File: src/hw/vfe_pkg.sv
// Shared types of the vector front end. IdWidth must match the scalar core's id width.
// The instruction union assumes the RVV 1.0 layout of OP-V and vector load/store words.

package vfe_pkg;

  //////////////////////////////
  // Widths and opcodes
  //////////////////////////////

  // Instruction id handed out by the scalar core
  localparam int unsigned IdWidth = 4;

  localparam logic [6:0] OpcodeOpV     = 7'b1010111;
  localparam logic [6:0] OpcodeLoadFp  = 7'b0000111;
  localparam logic [6:0] OpcodeStoreFp = 7'b0100111;

  // OP-V categories in funct3
  typedef enum logic [2:0] {
    OPIVV = 3'b000,
    OPFVV = 3'b001,
    OPMVV = 3'b010,
    OPIVI = 3'b011,
    OPIVX = 3'b100,
    OPFVF = 3'b101,
    OPMVX = 3'b110,
    OPCFG = 3'b111
  } vfe_funct3_e;

  // VWXUNARY0 group, holds vmv.x.s, vcpop.m and vfirst.m
  localparam logic [5:0] Funct6Wxunary0 = 6'b010000;

  // Element widths of vector loads and stores
  localparam logic [2:0] MemWidth8  = 3'b000;
  localparam logic [2:0] MemWidth16 = 3'b101;
  localparam logic [2:0] MemWidth32 = 3'b110;
  localparam logic [2:0] MemWidth64 = 3'b111;

  //////////////////////////////
  // Instruction views
  //////////////////////////////

  typedef struct packed {
    logic [5:0]  funct6;
    logic        vm;
    logic [4:0]  vs2;
    logic [4:0]  vs1;
    vfe_funct3_e funct3;
    logic [4:0]  vd;
    logic [6:0]  opcode;
  } vfe_arith_t;

  typedef struct packed {
    logic [2:0] nf;
    logic       mew;
    logic [1:0] mop;
    logic       vm;
    logic [4:0] rs2;
    logic [4:0] rs1;
    logic [2:0] width;
    logic [4:0] vd;
    logic [6:0] opcode;
  } vfe_mem_t;

  // Same 32 bits, decoded by opcode
  typedef union packed {
    vfe_arith_t arith;
    vfe_mem_t   mem;
  } vfe_instr_u;

  //////////////////////////////
  // Port bundles
  //////////////////////////////

  typedef struct packed {
    logic               valid;
    vfe_instr_u         instr;
    logic [IdWidth-1:0] id;
  } vfe_issue_req_t;

  typedef struct packed {
    logic ready;
    logic accept;
    logic writeback;
    logic register_read;
  } vfe_issue_resp_t;

  // One-cycle strobe, kill drops all uncommitted work
  typedef struct packed {
    logic               valid;
    logic [IdWidth-1:0] id;
    logic               kill;
  } vfe_commit_t;

  typedef struct packed {
    logic accept;
    logic writeback;
    logic register_read;
  } vfe_class_t;

  typedef struct packed {
    vfe_instr_u         instr;
    logic [IdWidth-1:0] id;
  } vfe_entry_t;

  typedef struct packed {
    logic       valid;
    vfe_entry_t entry;
  } vfe_dispatch_t;

endpackage

File: src/hw/vfe_pre_decoder.sv
// Purely combinational. Vector FP arithmetic (OPFVV, OPFVF) is always rejected.
// Vector loads and stores are accepted for the four integer element widths only.
`timescale 1ns/100ps

module vfe_pre_decoder import vfe_pkg::*; (
  input  vfe_instr_u instr_i,
  output vfe_class_t class_o
);

  vfe_class_t arith_class;
  vfe_class_t mem_class;
  logic       is_opv;
  logic       is_vmem;

  assign is_opv  = (instr_i.arith.opcode == OpcodeOpV);
  assign is_vmem = (instr_i.mem.opcode == OpcodeLoadFp) ||
                   (instr_i.mem.opcode == OpcodeStoreFp);

  //////////////////////////////
  // OP-V view
  //////////////////////////////

  always_comb begin
    arith_class = '0;
    case (instr_i.arith.funct3)
      OPIVV, OPIVI: begin
        arith_class.accept = 1'b1;
      end
      // Scalar operand comes from x register file
      OPIVX, OPMVX: begin
        arith_class.accept        = 1'b1;
        arith_class.register_read = 1'b1;
      end
      OPMVV: begin
        arith_class.accept = 1'b1;
        // vmv.x.s and friends return a scalar
        arith_class.writeback = (instr_i.arith.funct6 == Funct6Wxunary0);
      end
      // vsetvli, vsetivli, vsetvl write the new vl back
      OPCFG: begin
        arith_class.accept        = 1'b1;
        arith_class.writeback     = 1'b1;
        arith_class.register_read = 1'b1;
      end
      default: begin
        arith_class = '0;
      end
    endcase
  end

  //////////////////////////////
  // Load/store view
  //////////////////////////////

  always_comb begin
    mem_class = '0;
    // Other widths belong to scalar FP loads and stores
    if (instr_i.mem.width inside {MemWidth8, MemWidth16, MemWidth32, MemWidth64}) begin
      mem_class.accept        = 1'b1;
      mem_class.register_read = 1'b1;
    end
  end

  // Pick the view that matches the opcode
  always_comb begin
    if (is_opv) begin
      class_o = arith_class;
    end else if (is_vmem) begin
      class_o = mem_class;
    end else begin
      class_o = '0;
    end
  end

endmodule

File: src/hw/vfe_spec_buffer.sv
// Depth must be a power of two from 2 to 16. Commits arrive in issue order.
// Kill only removes uncommitted entries; committed ones stay until popped.
`timescale 1ns/100ps

module vfe_spec_buffer import vfe_pkg::*; #(
  parameter int unsigned Depth = 4
) (
  input  logic        clk_i,
  input  logic        rst_i,
  input  logic        push_i,
  input  vfe_entry_t  entry_i,
  input  vfe_commit_t commit_i,
  input  logic        pop_i,
  output logic        full_o,
  output vfe_entry_t  head_o,
  output logic        head_committed_o
);

  // Extra MSB tells a full ring from an empty one
  localparam int unsigned PtrWidth = $clog2(Depth);

  typedef logic [PtrWidth:0] ptr_t;

  vfe_entry_t mem_q [Depth];
  ptr_t       rd_ptr_q;
  ptr_t       cm_ptr_q;
  ptr_t       wr_ptr_q;
  logic       commit_fire;
  logic       kill_fire;
  logic       has_uncommitted;

  if (Depth < 2 || Depth > 16 || (Depth & (Depth - 1)) != 0) begin : gen_depth_check
    $error("vfe_spec_buffer: Depth must be a power of two between 2 and 16");
  end

  assign commit_fire = commit_i.valid && !commit_i.kill;
  assign kill_fire   = commit_i.valid && commit_i.kill;

  assign has_uncommitted = (cm_ptr_q != wr_ptr_q);

  assign full_o = (wr_ptr_q[PtrWidth] != rd_ptr_q[PtrWidth]) &&
                  (wr_ptr_q[PtrWidth-1:0] == rd_ptr_q[PtrWidth-1:0]);

  assign head_o           = mem_q[rd_ptr_q[PtrWidth-1:0]];
  assign head_committed_o = (rd_ptr_q != cm_ptr_q);

  //////////////////////////////
  // Pointers
  //////////////////////////////

  // Oldest entry, leaves on pop
  always_ff @(posedge clk_i) begin
    if (rst_i) begin
      rd_ptr_q <= '0;
    end else if (pop_i) begin
      rd_ptr_q <= rd_ptr_q + 1'b1;
    end
  end

  // First uncommitted entry
  always_ff @(posedge clk_i) begin
    if (rst_i) begin
      cm_ptr_q <= '0;
    end else if (commit_fire) begin
      cm_ptr_q <= cm_ptr_q + 1'b1;
    end
  end

  // Kill rewinds the write side to the commit point
  always_ff @(posedge clk_i) begin
    if (rst_i) begin
      wr_ptr_q <= '0;
    end else if (kill_fire) begin
      wr_ptr_q <= cm_ptr_q;
    end else if (push_i) begin
      wr_ptr_q <= wr_ptr_q + 1'b1;
    end
  end

  // Storage
  always_ff @(posedge clk_i) begin
    if (push_i) begin
      mem_q[wr_ptr_q[PtrWidth-1:0]] <= entry_i;
    end
  end

  //////////////////////////////
  // Checks
  //////////////////////////////

  // Issue ready must already have dropped
  a_no_push_full: assert property (@(posedge clk_i) disable iff (rst_i)
    push_i |-> !full_o)
    else $error("vfe_spec_buffer: push while full");

  a_commit_pending: assert property (@(posedge clk_i) disable iff (rst_i)
    commit_fire |-> has_uncommitted)
    else $error("vfe_spec_buffer: commit with no uncommitted entry");

  // Core commits strictly in issue order
  a_commit_order: assert property (@(posedge clk_i) disable iff (rst_i)
    commit_fire && has_uncommitted |-> mem_q[cm_ptr_q[PtrWidth-1:0]].id == commit_i.id)
    else $error("vfe_spec_buffer: commit id %0h out of order", commit_i.id);

endmodule

File: src/hw/vfe_dispatch.sv
// Issue ready drops while the buffer is full or a kill is on the commit port.
// The back end sees committed entries only, in order, through a one-entry fall-through stage.
`timescale 1ns/100ps

module vfe_dispatch import vfe_pkg::*; (
  input  logic            clk_i,
  input  logic            rst_i,
  input  vfe_issue_req_t  issue_req_i,
  input  vfe_commit_t     commit_i,
  input  vfe_class_t      class_i,
  input  logic            full_i,
  input  vfe_entry_t      head_i,
  input  logic            head_committed_i,
  input  logic            dispatch_ready_i,
  output vfe_issue_resp_t issue_resp_o,
  output logic            push_o,
  output logic            pop_o,
  output vfe_dispatch_t   dispatch_o
);

  logic       kill;
  logic       pass_through;
  logic       load;
  logic       reg_valid_q;
  vfe_entry_t reg_entry_q;

  assign kill = commit_i.valid && commit_i.kill;

  //////////////////////////////
  // Issue response
  //////////////////////////////

  always_comb begin
    issue_resp_o.ready         = issue_req_i.valid && !full_i && !kill;
    issue_resp_o.accept        = class_i.accept;
    issue_resp_o.writeback     = class_i.writeback;
    issue_resp_o.register_read = class_i.register_read;
  end

  // Rejected words finish the handshake but never enter the buffer
  assign push_o = issue_req_i.valid && issue_resp_o.ready && class_i.accept;

  //////////////////////////////
  // Fall-through register
  //////////////////////////////

  // Empty stage and ready back end, head goes straight out
  assign pass_through = !reg_valid_q && dispatch_ready_i;
  assign pop_o        = head_committed_i && (!reg_valid_q || dispatch_ready_i);
  assign load         = pop_o && !pass_through;

  always_ff @(posedge clk_i) begin
    if (rst_i) begin
      reg_valid_q <= 1'b0;
    end else if (load) begin
      reg_valid_q <= 1'b1;
    end else if (dispatch_ready_i) begin
      reg_valid_q <= 1'b0;
    end
  end

  always_ff @(posedge clk_i) begin
    if (load) begin
      reg_entry_q <= head_i;
    end
  end

  assign dispatch_o.valid = reg_valid_q || head_committed_i;
  assign dispatch_o.entry = reg_valid_q ? reg_entry_q : head_i;

  // Offered entry is held across back-pressure, also while the buffer changes
  a_dispatch_stable: assert property (@(posedge clk_i) disable iff (rst_i)
    dispatch_o.valid && !dispatch_ready_i |=> $stable(dispatch_o))
    else $error("vfe_dispatch: dispatch_o changed under back-pressure");

endmodule

File: src/hw/vfe_top.sv
// Vector unit front end: classify, hold speculatively, dispatch on commit.
// Depth sets the number of in-flight accepted instructions.
`timescale 1ns/100ps

module vfe_top import vfe_pkg::*; #(
  parameter int unsigned Depth = 4
) (
  input  logic            clk_i,
  input  logic            rst_i,
  // Scalar core side
  input  vfe_issue_req_t  issue_req_i,
  output vfe_issue_resp_t issue_resp_o,
  input  vfe_commit_t     commit_i,
  // Back end side
  output vfe_dispatch_t   dispatch_o,
  input  logic            dispatch_ready_i
);

  vfe_class_t pd_class;
  vfe_entry_t buf_entry;
  vfe_entry_t buf_head;
  logic       buf_full;
  logic       buf_head_committed;
  logic       buf_push;
  logic       buf_pop;

  assign buf_entry = '{instr: issue_req_i.instr, id: issue_req_i.id};

  vfe_pre_decoder u_pre_decoder (
    .instr_i (issue_req_i.instr),
    .class_o (pd_class         )
  );

  vfe_spec_buffer #(
    .Depth (Depth)
  ) u_spec_buffer (
    .clk_i            (clk_i             ),
    .rst_i            (rst_i             ),
    .push_i           (buf_push          ),
    .entry_i          (buf_entry         ),
    .commit_i         (commit_i          ),
    .pop_i            (buf_pop           ),
    .full_o           (buf_full          ),
    .head_o           (buf_head          ),
    .head_committed_o (buf_head_committed)
  );

  vfe_dispatch u_dispatch (
    .clk_i            (clk_i             ),
    .rst_i            (rst_i             ),
    .issue_req_i      (issue_req_i       ),
    .commit_i         (commit_i          ),
    .class_i          (pd_class          ),
    .full_i           (buf_full          ),
    .head_i           (buf_head          ),
    .head_committed_i (buf_head_committed),
    .dispatch_ready_i (dispatch_ready_i  ),
    .issue_resp_o     (issue_resp_o      ),
    .push_o           (buf_push          ),
    .pop_o            (buf_pop           ),
    .dispatch_o       (dispatch_o        )
  );

endmodule

File: config.mk
export PLATFORM = sky130hd
export DESIGN_NAME = vfe_top
export DESIGN_NICKNAME = d
export VERILOG_FILES = /design/src/hw/vfe_pkg.sv /design/src/hw/vfe_pre_decoder.sv /design/src/hw/vfe_spec_buffer.sv /design/src/hw/vfe_dispatch.sv /design/src/hw/vfe_top.sv
export SDC_FILE = /design/constraint.sdc
export NUM_CORES = 1
export LEC_CHECK = 0
export BUFFER_PORTS_ARGS = -buffer_cell sky130_fd_sc_hd__buf_2
export CELL_PAD_IN_SITES_DETAIL_PLACEMENT = 1
export CELL_PAD_IN_SITES_GLOBAL_PLACEMENT = 1
export CORE_UTILIZATION = 49
export CTS_CLUSTER_DIAMETER = 50
export CTS_CLUSTER_SIZE = 12
export DETAILED_ROUTE_END_ITERATION = 10
export PLACE_DENSITY_LB_ADDON = 0.1
export SYNTH_ARGS = -nofsm -noshare
export SYNTH_HDL_FRONTEND = slang
export SYNTH_SLANG_ARGS = --single-unit
File: constraint.sdc
create_clock -name clk_i -period 3.7 [get_ports clk_i]
set_input_delay 0.37 -clock clk_i [delete_from_list [all_inputs] [get_ports clk_i]]
set_output_delay 0.37 -clock clk_i [all_outputs]
set_load 0.01 [all_outputs]
==> out/metrics.yaml, run 1 <==
status:
  status: "finished with violations"
  violations: "design-rule violations"
synthesis:
  synthDistinctLibCells: 32
  yosysSeqAreaShare_pct: 75.9
  synth_edf_count: 180
  synthTopCellsByCount: "180 x edfxtp_1, 113 x nand2_1, 36 x mux4_2"
  synthTopCellsByArea: "edfxtp_1 73%, mux4_2 11%, nand2_1 5.7%"
  synth_nets: 479
  ys.flop_type: "edfxtp_1"
  synth_top_area_cell: "edfxtp_1"
  ys_ff_latch: 192
  synth_top_area_share_pct: 72.7
  ys_warn_count: 0
  synth.most_common_cell: "edfxtp_1"
  synth_cells: 427
  syn_area_sq_mm: 0.00743
  synth.avg_cell_area_sq_um: 17.4
  async_flop_share_pct: 0
placement:
  io_buffers: 82
  place_hpwl_um: 9500
  placed_area_sq_mm: 0.00814
  dpl.cell_count: 687
  finalWeightedCongestion: 0.710
final_layout:
  final_area_sq_mm: 0.00866
  drive_above_1_share_pct: 30.9
  layout.nets: 574
  areaGrowthSynthToFinish_pct: 16.6
  stdcell_count: 718
  nFillCells: 1357
  n_antenna_cell: 0
  regArea_sq_mm: 0.00565
  multi_input_comb_area_sq_mm: 0.00172
power_and_ir_drop:
  switchingPower_mw: 1.55
  p_clk_share_pct: 29.7
  power_frac_comb_pct: 21.0
  peakVddDrop_mv: 0.339
  pwr-share-seq_pct: 49.4
  swShare_pct: 27.8
  leakage_nw: 3.10
  p_int_mw: 4.03
  powerDensity_mw_per_mm2: 644
flow_run:
  drv_cap: 0
worst_setup_path:
  reg2reg_to: "u_spec_buffer.mem_q[1][13]$_DFFE_PP_"
  reg2reg_depth: 4
  critPathKind: "reg -> out"
  path_common_cell: "nand2_1"
  cp.arrival_ps: 2480
  worstPathCellList: "buf_4 -> mux4_2 -> nand2_1 -> nand2_1 -> buf_2"
  worstSetupEndpointType: "output pin"
  cpPeakStageDelay_ps: 800
  cp_max_fo: 20
  required_ps: 3330
  slowest_stage: "dfxtp_2"
  r2r_slack_ps: 1460
  cp-endpoint: "dispatch_o[35]"
  start_kind: "register"
  rr_startpoint: "u_spec_buffer.rd_ptr_q[0]$_SDFFE_PP0P_"
clock_network:
  cts.sinks: 192
  cts_setup_buffers: 0
  clk_latency_ps: 420
  cts_buffers: 17
  holdBufCountCts: 0
  cts_buffer_depth: 2
  htreeDepth: 4
  ctsResizeCount: 0
  cts_tree: "done"
  clk_pin_slew_worst_paths_ps: 70
  cts-root-buf: "clkbuf_16"
die:
  design.portCount: 87
  row_count: 44
  start_util_pct: 50.8
  die_width_um: 125
  core-area_sq_mm: 0.0146
  dieArea_sq_mm: 0.0157
  fp.dieH_um: 125
routing:
  met2_length_um: 7920
  post_drt_via_cell_ratio: 5.46
  route.met3.wl_um: 636
  drc: 10
  drt-total-wl_um: 14800
  drtIter0Drc: 222
  drtAntennaViolNets: 0
  dr.pass1.iters: 7
  vias: 3921
  post_drt_wl_per_cell_um: 20.6
  routed.top_layer: "met4"
  m1WireLength_um: 6060
global_route:
  grt_pass1_wl_um: 23600
  grt_max_degree: 37
  track_usage_pct: 20.7
  overflow: 0
  antenna_found_initial: 0
  grt_pass1_vias: 4346
timing:
  finalCritPeriodShare_pct: 77.1
  setup-tns-final_ps: 0
  finClkSkew_ps: 6.22
  period_minus_slack_ps: 2850
  fmax_mhz: 350
  setup_viol: 0
  slew_headroom_pct: 31.1
  rsz0062_at_grt: "no"
  finalHoldViolCount: 0
  tightest_slew_ps: 1030
  finalMaxSlewViolations: 0
worst_hold_path:
  holdCritPathClass: "in -> reg"
[cell families (layout without fill, tap and decap cells)]
group / after synthesis / after routing / share of synthesized area [%]
buffers and inverters: 22 / 129 / 1.16
adders and majority gates: 7 / 7 / 1.14
DFF: 192 / 192 / 75.9
and+or+nand+nor: 144 / 144 / 7.84
AOI/OAI and AO/OA: 13 / 13 / 1.43
muxes: 38 / 38 / 11.2
xor gates and xnor gates: 11 / 11 / 1.30
[per-stage QoR]
stage                     utilization [%]  power [mW]  hold slack, ps  worst slack (ps)
after floorplan                         -        3.51             442               406
after global placement               55.6        3.95             527               781
after detailed placement             55.6        3.99             541               732
after CTS                            59.2        5.65             142               750
after global routing                 59.2        5.84             150               607
final                                59.2        5.58             160               846
[critical path: cells and delay by family, from the launching register on]
| kind | cells | cell delay [ps] |
|---|---|---|
| DFF | 1 | 800 |
| muxes | 1 | 550 |
| and+or+nand+nor | 2 | 200 |
| buffers and inverters | 2 | 500 |
[routing by layer]
layer  track usage, %  up-vias
met4             7.32        0
met1             24.8     2008
met5                0        -
met3             4.88       18
li1                 -     1808
met2             36.7       87
[how the worst min path moves through the flow]
stage	slack, ps	from	endpoint	cells past startpoint
after floorplan	440	rst_i	u_spec_buffer.wr_ptr_q[2]$_SDFFE_PP0P_	1
after global placement	530	u_spec_buffer.wr_ptr_q[2]$_SDFFE_PP0P_	u_spec_buffer.wr_ptr_q[2]$_SDFFE_PP0P_	2
after detailed placement	540	u_spec_buffer.wr_ptr_q[2]$_SDFFE_PP0P_	u_spec_buffer.wr_ptr_q[2]$_SDFFE_PP0P_	2
after CTS	140	issue_req_i[27]	u_spec_buffer.mem_q[0][27]$_DFFE_PP_	1
after global routing	150	issue_req_i[1]	u_spec_buffer.mem_q[0][1]$_DFFE_PP_	1
final	160	issue_req_i[25]	u_spec_buffer.mem_q[0][25]$_DFFE_PP_	1
[cell usage in the layout, fill, tap and decap left out, drive strengths merged, types with 3 or more instances in the layout]
cell / netlist / layout
inv: 5 / 5
buf: 3 / 93
xor2: 8 / 8
dfxtp: 12 / 12
clkbuf: 14 / 19
ha: 6 / 6
a311oi: 3 / 3
o21ai: 3 / 3
mux4: 36 / 36
and3: 3 / 3
edfxtp: 180 / 180
xnor2: 3 / 3
nor2: 16 / 16
nand2: 113 / 113
clkinv: 0 / 9
[power groups by stage]
| stage | clock network (mW) | registers [mW] | logic, mW |
|---|---|---|---|
| global placement | 0 | 2.80 | 1.15 |
| floorplan | 0 | 2.68 | 0.827 |
| detailed placement | 0 | 2.81 | 1.18 |
| global route | 1.76 | 2.79 | 1.29 |
| finish | 1.66 | 2.76 | 1.17 |
| CTS | 1.70 | 2.76 | 1.19 |
[state kept, by name (all words and copies together), names as in the netlist, named ones only]
name                    flops
u_spec_buffer.cm_ptr_q      3
u_dispatch.reg_valid_q      1
u_spec_buffer.rd_ptr_q      3
u_spec_buffer.wr_ptr_q      3
u_spec_buffer.mem_q       144
u_dispatch.reg_entry_q     36
[area by class of cell]
class / instances / area share [%]
Multi-Input combinational cell: 213 / 19.9
Timing Repair Buffer: 93 / 5.98
Inverter: 5 / 0.217
Clock inverter: 12 / 1.10
Clock buffer: 19 / 5.00
Tap cell: 184 / 2.66
Sequential cell: 192 / 65.2
Note: power is estimated with default switching activity, not from simulation.
==> inputs of run 2 (changes only) <==
Settings changed: CORE_UTILIZATION 49 to 44.
Clock period 3.7 ns to 2.28 ns, I/O delays scaled along.
==> out/metrics.yaml, run 2 (synthesis gave the netlist of run 1 again) <==
status:
  status: "complete, no violations"
routing:
  drc: 0  # -10
  met2_length_um: 7780  # -1.9%
  post_drt_via_cell_ratio: 5.11  # -6.4%
  post_drt_wl_per_cell_um: 19.4  # -6.1%
  vias: 3934  # +0.33%
  drtAntennaViolNets: 0  # unchanged
  dr.pass1.iters: 4  # -3
  drtIter0Drc: 185  # -17%
  drt-total-wl_um: 14900  # +0.66%
  m1WireLength_um: 6490  # +7.2%
  route.met3.wl_um: 515  # -19%
  routed.top_layer: "met4"
timing:
  rsz0062_at_grt: "no"
  finalHoldViolCount: 0  # unchanged
  finalCritPeriodShare_pct: 94.1
  period_minus_slack_ps: 2150
  fin_ws_ps: 134  # -712 ps
  setup_viol: 0  # unchanged
  fmax_mhz: 466
  tightest_slew_ps: 1180  # +148 ps
  finClkSkew_ps: 11.2  # +5.01 ps
  whs_ps: 20.6  # -140 ps
  finalMaxSlewViolations: 0  # unchanged
  slew_headroom_pct: 21.1  # -10 points
placement:
  pre_cts_ws_ps: 80.7  # -651 ps
  dpl.cell_count: 733  # +6.7%
  finalWeightedCongestion: 0.702  # -1.2%
  place_hpwl_um: 9660  # +1.8%
  io_buffers: 82  # unchanged
power_and_ir_drop:
  powerDensity_mw_per_mm2: 1040  # +61%
  peakVddDrop_mv: 0.572  # +69%
  leakage_nw: 3.21  # +3.3%
die:
  start_util_pct: 45.0  # -5.8 points
  row_count: 47  # +6.8%
  die_width_um: 132  # +5.4%
  dieArea_sq_mm: 0.0174  # +11%
  core-area_sq_mm: 0.0165  # +13%
  design.portCount: 87  # unchanged
  fp.dieH_um: 132  # +5.4%
worst_setup_path:
  cp_max_fo: 14  # -30%
  r2r_slack_ps: 210  # -1250 ps
  cp-endpoint: "dispatch_o[9]"
  reg2reg_to: "u_dispatch.reg_entry_q[29]$_DFFE_PP_"
  critPathKind: "reg -> out"
  rr_startpoint: "u_spec_buffer.cm_ptr_q[1]$_SDFFE_PP0P_"
  cp.arrival_ps: 1920  # -560 ps
  reg2reg_depth: 3  # -1
  required_ps: 2050  # -1280 ps
  worstSetupEndpointType: "output pin"
  start_kind: "register"
global_route:
  overflow: 0  # unchanged
  grt_max_degree: 38  # +2.7%
  track_usage_pct: 18.5  # -2.2 points
  grt_pass1_vias: 4408  # +1.4%
  grt_pass1_wl_um: 23700  # +0.29%
  antenna_found_initial: 0  # unchanged
clock_network:
  clk_latency_ps: 420  # about the same
  cts_buffers: 17  # unchanged
  cts-root-buf: "clkbuf_16"
  cts.sinks: 192  # unchanged
  clk_pin_slew_worst_paths_ps: 70  # about the same
  htreeDepth: 4  # unchanged
  cts_buffer_depth: 2  # unchanged
  cts_tree: "done"
final_layout:
  mostFrequentLayoutCells: "180 x edfxtp_1, 113 x nand2_1, 82 x buf_2"
  layout.nets: 589  # +2.6%
  stdcell_count: 770  # +7.2%
  areaGrowthSynthToFinish_pct: 20.2
  largest_reg_flops: 144  # unchanged
  drive_above_1_share_pct: 32.4  # +1.5 points
  n_antenna_cell: 0  # unchanged
  layout_commonest_cell: "edfxtp_1"
  nFillCells: 1581  # +17%
flow_run:
  drv_cap: 0  # unchanged
worst_hold_path:
  holdCritPathClass: "in -> reg"
==> run 2: cell count changes in the layout (fill, tap and decap cells not counted), sizes merged <==
cell / delta
clkbuf: -1
bufinv: +1
clkinv: +1
dlygate4sd3: +1
buf: +14
==> run 2: layout make-up <==
type	count	area (sq um)	share of cell area, %
Sequential cell	192	5650	63.2
Multi-Input combinational cell	213	1720	19.3
Timing Repair Buffer	108	716	8.01
Clock buffer	18	429	4.80
Tap cell	220	275	3.08
Clock inverter	14	123	1.37
Inverter	5	22.5	0.252
==> run 2: layer usage <==
metal | vias up | GRT usage (%)
li1 | 1842 | -
met1 | 2003 | 22.7
met2 | 79 | 32.4
met3 | 10 | 4.31
met4 | 0 | 6.20
met5 | - | 0
==> run 2: critical path, cell delays in order (launching register included) <==
cell	delay (ps)
dfxtp_2	370
buf_6	240
mux4_2	560
nand2_1	90
nand2_1	80
buf_2	150
==> run 2: per-stage QoR <==
step	instance area [sq um]	total power [mW]	util (%)	setup TNS (ps)
floorplan	7450	5.69	-	-4710
global placement	8330	6.49	50.4	0
detailed placement	8330	6.56	50.4	0
CTS	8930	9.41	54.1	0
global route	8930	9.69	54.1	0
finish	8930	9.25	54.1	0
==> run 2: power breakdown <==
| group | internal (mW) | switching, mW |
|---|---|---|
| Combinational | 0.936 | 1.20 |
| Sequential | 4.22 | 0.111 |
| Clock | 1.59 | 1.20 |
==> run 2: how the worst min path moves through the flow <==
| stage | startpoint | end | slack [ps] | cells after the start |
|---|---|---|---|---|
| after CTS | issue_req_i[0] | u_spec_buffer.mem_q[1][0]$_DFFE_PP_ | 0.1 | 1 |
| after floorplan | rst_i | u_spec_buffer.wr_ptr_q[2]$_SDFFE_PP0P_ | 300 | 1 |
| after detailed placement | issue_req_i[22] | u_spec_buffer.mem_q[1][22]$_DFFE_PP_ | 450 | 1 |
| after global placement | issue_req_i[0] | u_spec_buffer.mem_q[2][0]$_DFFE_PP_ | 440 | 1 |
| final | issue_req_i[1] | u_spec_buffer.mem_q[0][1]$_DFFE_PP_ | 20 | 1 |
| after global routing | issue_req_i[1] | u_spec_buffer.mem_q[2][1]$_DFFE_PP_ | 1 | 1 |
==> run 2: timing repair <==
action                                  in CTS  in global routing
endpoints found under the setup margin      29                  0
hold buffers                                 1                  0
gates resized for setup                      3                  0
buffers inserted                             4                  0
endpoints found under the hold margin        4                  0
==> inputs of run 3 (changes only) <==
Settings changed: BUFFER_PORTS_ARGS -buffer_cell sky130_fd_sc_hd__buf_2 to -buffer_cell sky130_fd_sc_hd__buf_4.
==> out/metrics.yaml, run 3 (synthesis gave the netlist of run 1 again) <==
status:
  status: "complete, no violations"
routing:
  vias: 4055  # +3.1%
  post_drt_wl_per_cell_um: 19.4  # +0.22%
  drt-total-wl_um: 15300  # +2.6%
  drtIter0Drc: 207  # +12%
  post_drt_via_cell_ratio: 5.15  # +0.72%
  dr.pass1.iters: 4  # unchanged
  drtAntennaViolNets: 0  # unchanged
  drc: 0  # unchanged
worst_setup_path:
  worstSetupEndpointType: "output pin"
  reg2reg_depth: 3  # unchanged
  cp.depth: 5  # unchanged
  cp_max_fo: 14  # unchanged
  start_kind: "register"
  required_ps: 2050  # about the same
  cpPeakStageDelay_ps: 550  # about the same
  path_common_cell: "nand2_1"
  worstPathCellList: "buf_6 -> mux4_2 -> nand2_1 -> nand2_1 -> buf_4"
  cp.buffers_inverters: 2  # unchanged
  path_delay_family: "multiplexers"
  cp.arrival_ps: 1920  # about the same
  critPathKind: "reg -> out"
  slowest_stage: "mux4_2"
clock_network:
  clk_pin_slew_worst_paths_ps: 70  # about the same
  clk_latency_ps: 420  # about the same
  cts_tree: "done"
  cts.sinks: 192  # unchanged
  cts_buffers: 17  # unchanged
  htreeDepth: 4  # unchanged
  cts-root-buf: "clkbuf_16"
  cts_buffer_depth: 2  # unchanged
  cts_setup_buffers: 0  # -4
final_layout:
  nFillCells: 1540  # -2.6%
  areaGrowthSynthToFinish_pct: 26.0
  drive_above_1_share_pct: 31.5  # -0.85 points
  layout.nets: 607  # +3.1%
  layout_commonest_cell: "edfxtp_1"
  n_antenna_cell: 0  # unchanged
  final_core_utilization_pct: 56.7  # +2.6 points
  mostFrequentLayoutCells: "180 x edfxtp_1, 113 x nand2_1, 94 x buf_4"
  largest_reg_flops: 144  # unchanged
  final_area_sq_mm: 0.00937  # +4.9%
timing:
  finClkSkew_ps: 6.02  # -5.21 ps
  finalHoldViolCount: 0  # unchanged
  tightest_slew_ps: 1200  # +15.7 ps
  slew_headroom_pct: 20.0  # -1.0 points
  rsz0062_at_grt: "no"
  finalCritPeriodShare_pct: 94.4  # +0.26 points
  period_minus_slack_ps: 2150  # +5.95 ps
  finalMaxSlewViolations: 0  # unchanged
  setup_viol: 0  # unchanged
  fmax_mhz: 465  # -0.28%
  fin_ws_ps: 128  # -5.95 ps
global_route:
  grt_max_degree: 40  # +5.3%
  grt_pass1_vias: 4478  # +1.6%
  antenna_found_initial: 0  # unchanged
  overflow: 0  # unchanged
  track_usage_pct: 19.0  # +0.50 points
  grt_pass1_wl_um: 24400  # +2.9%
die:
  fp.dieH_um: 132  # unchanged
  row_count: 47  # unchanged
  die_width_um: 132  # unchanged
  design.portCount: 87  # unchanged
  start_util_pct: 45.0  # unchanged
  core-area_sq_mm: 0.0165  # unchanged
  dieArea_sq_mm: 0.0174  # unchanged
power_and_ir_drop:
  powerDensity_mw_per_mm2: 1030  # -0.10%
  peakVddDrop_mv: 0.577  # +0.99%
  leakage_nw: 3.36  # +4.9%
placement:
  io_buffers: 82  # unchanged
  finalWeightedCongestion: 0.704  # +0.34%
  pre_cts_ws_ps: 13.8  # -67.0 ps
  place_hpwl_um: 9480  # -1.9%
  placed_area_sq_mm: 0.00854  # +2.6%
flow_run:
  drv_cap: 0  # unchanged
worst_hold_path:
  hold_depth: 1  # unchanged
  holdCritPathClass: "in -> reg"
## run 3: cell count changes in the layout (fill, tap and decap cells not counted), sizes merged
| cell | change |
|---|---|
| buf | -3 |
| bufinv | +1 |
| clkinv | -5 |
| clkinvlp | +2 |
| dlygate4sd3 | +21 |
| inv | +2 |
## run 3: power by group
group	internal (mW)	switching (mW)
Sequential	4.22	0.119
Clock	1.72	1.27
Combinational	1.12	1.23
## run 3: per-layer routing
| metal | routed length (um) | GRT usage [%] |
|---|---|---|
| met1 | 6680 | 23.8 |
| met2 | 8050 | 33.1 |
| met3 | 356 | 3.31 |
| met4 | 215 | 7.49 |
| met5 | 0 | 0 |
## run 3: path summary, 6_finish.rpt
| path | start | endpoint | slack [ps] |
|---|---|---|---|
| hold / removal | issue_req_i[34] | u_spec_buffer.mem_q[3][34]$_DFFE_PP_ | 20 |
| setup reg to reg | u_spec_buffer.rd_ptr_q[2]$_SDFFE_PP0P_ | u_dispatch.reg_entry_q[26]$_DFFE_PP_ | 160 |
| hold reg to reg | u_spec_buffer.wr_ptr_q[2]$_SDFFE_PP0P_ | u_spec_buffer.wr_ptr_q[2]$_SDFFE_PP0P_ | 550 |
| setup / recovery | register | dispatch_o[10] | 130 |
## run 3: area by class of cell
class                   count  area, sq um  area share [%]
flip-flops and latches    192         5650            60.3
inverters                   5         18.8           0.200
clock buffers              18          429            4.58
well taps                 220          275            2.94
clock inverters            14          165            1.76
repair buffers            126         1110            11.8
multi-input cells         213         1720            18.4
## run 3: stage by stage
stage	hold slack (ps)	power [mW]	TNS [ps]	std cells
after detailed placement	434	6.77	0	734
after floorplan	300	5.69	-4710	427
after global placement	434	6.69	0	734
final	19.6	9.69	0	788
after CTS	0.544	9.79	0	787
after global routing	2.46	10.1	0	788
## run 3: repair_timing
action | in CTS | in global routing
endpoints found under the setup margin | 0 | 14
hold buffers | 21 | 1
endpoints found under the hold margin | 82 | 3
resized for setup | 0 | 3
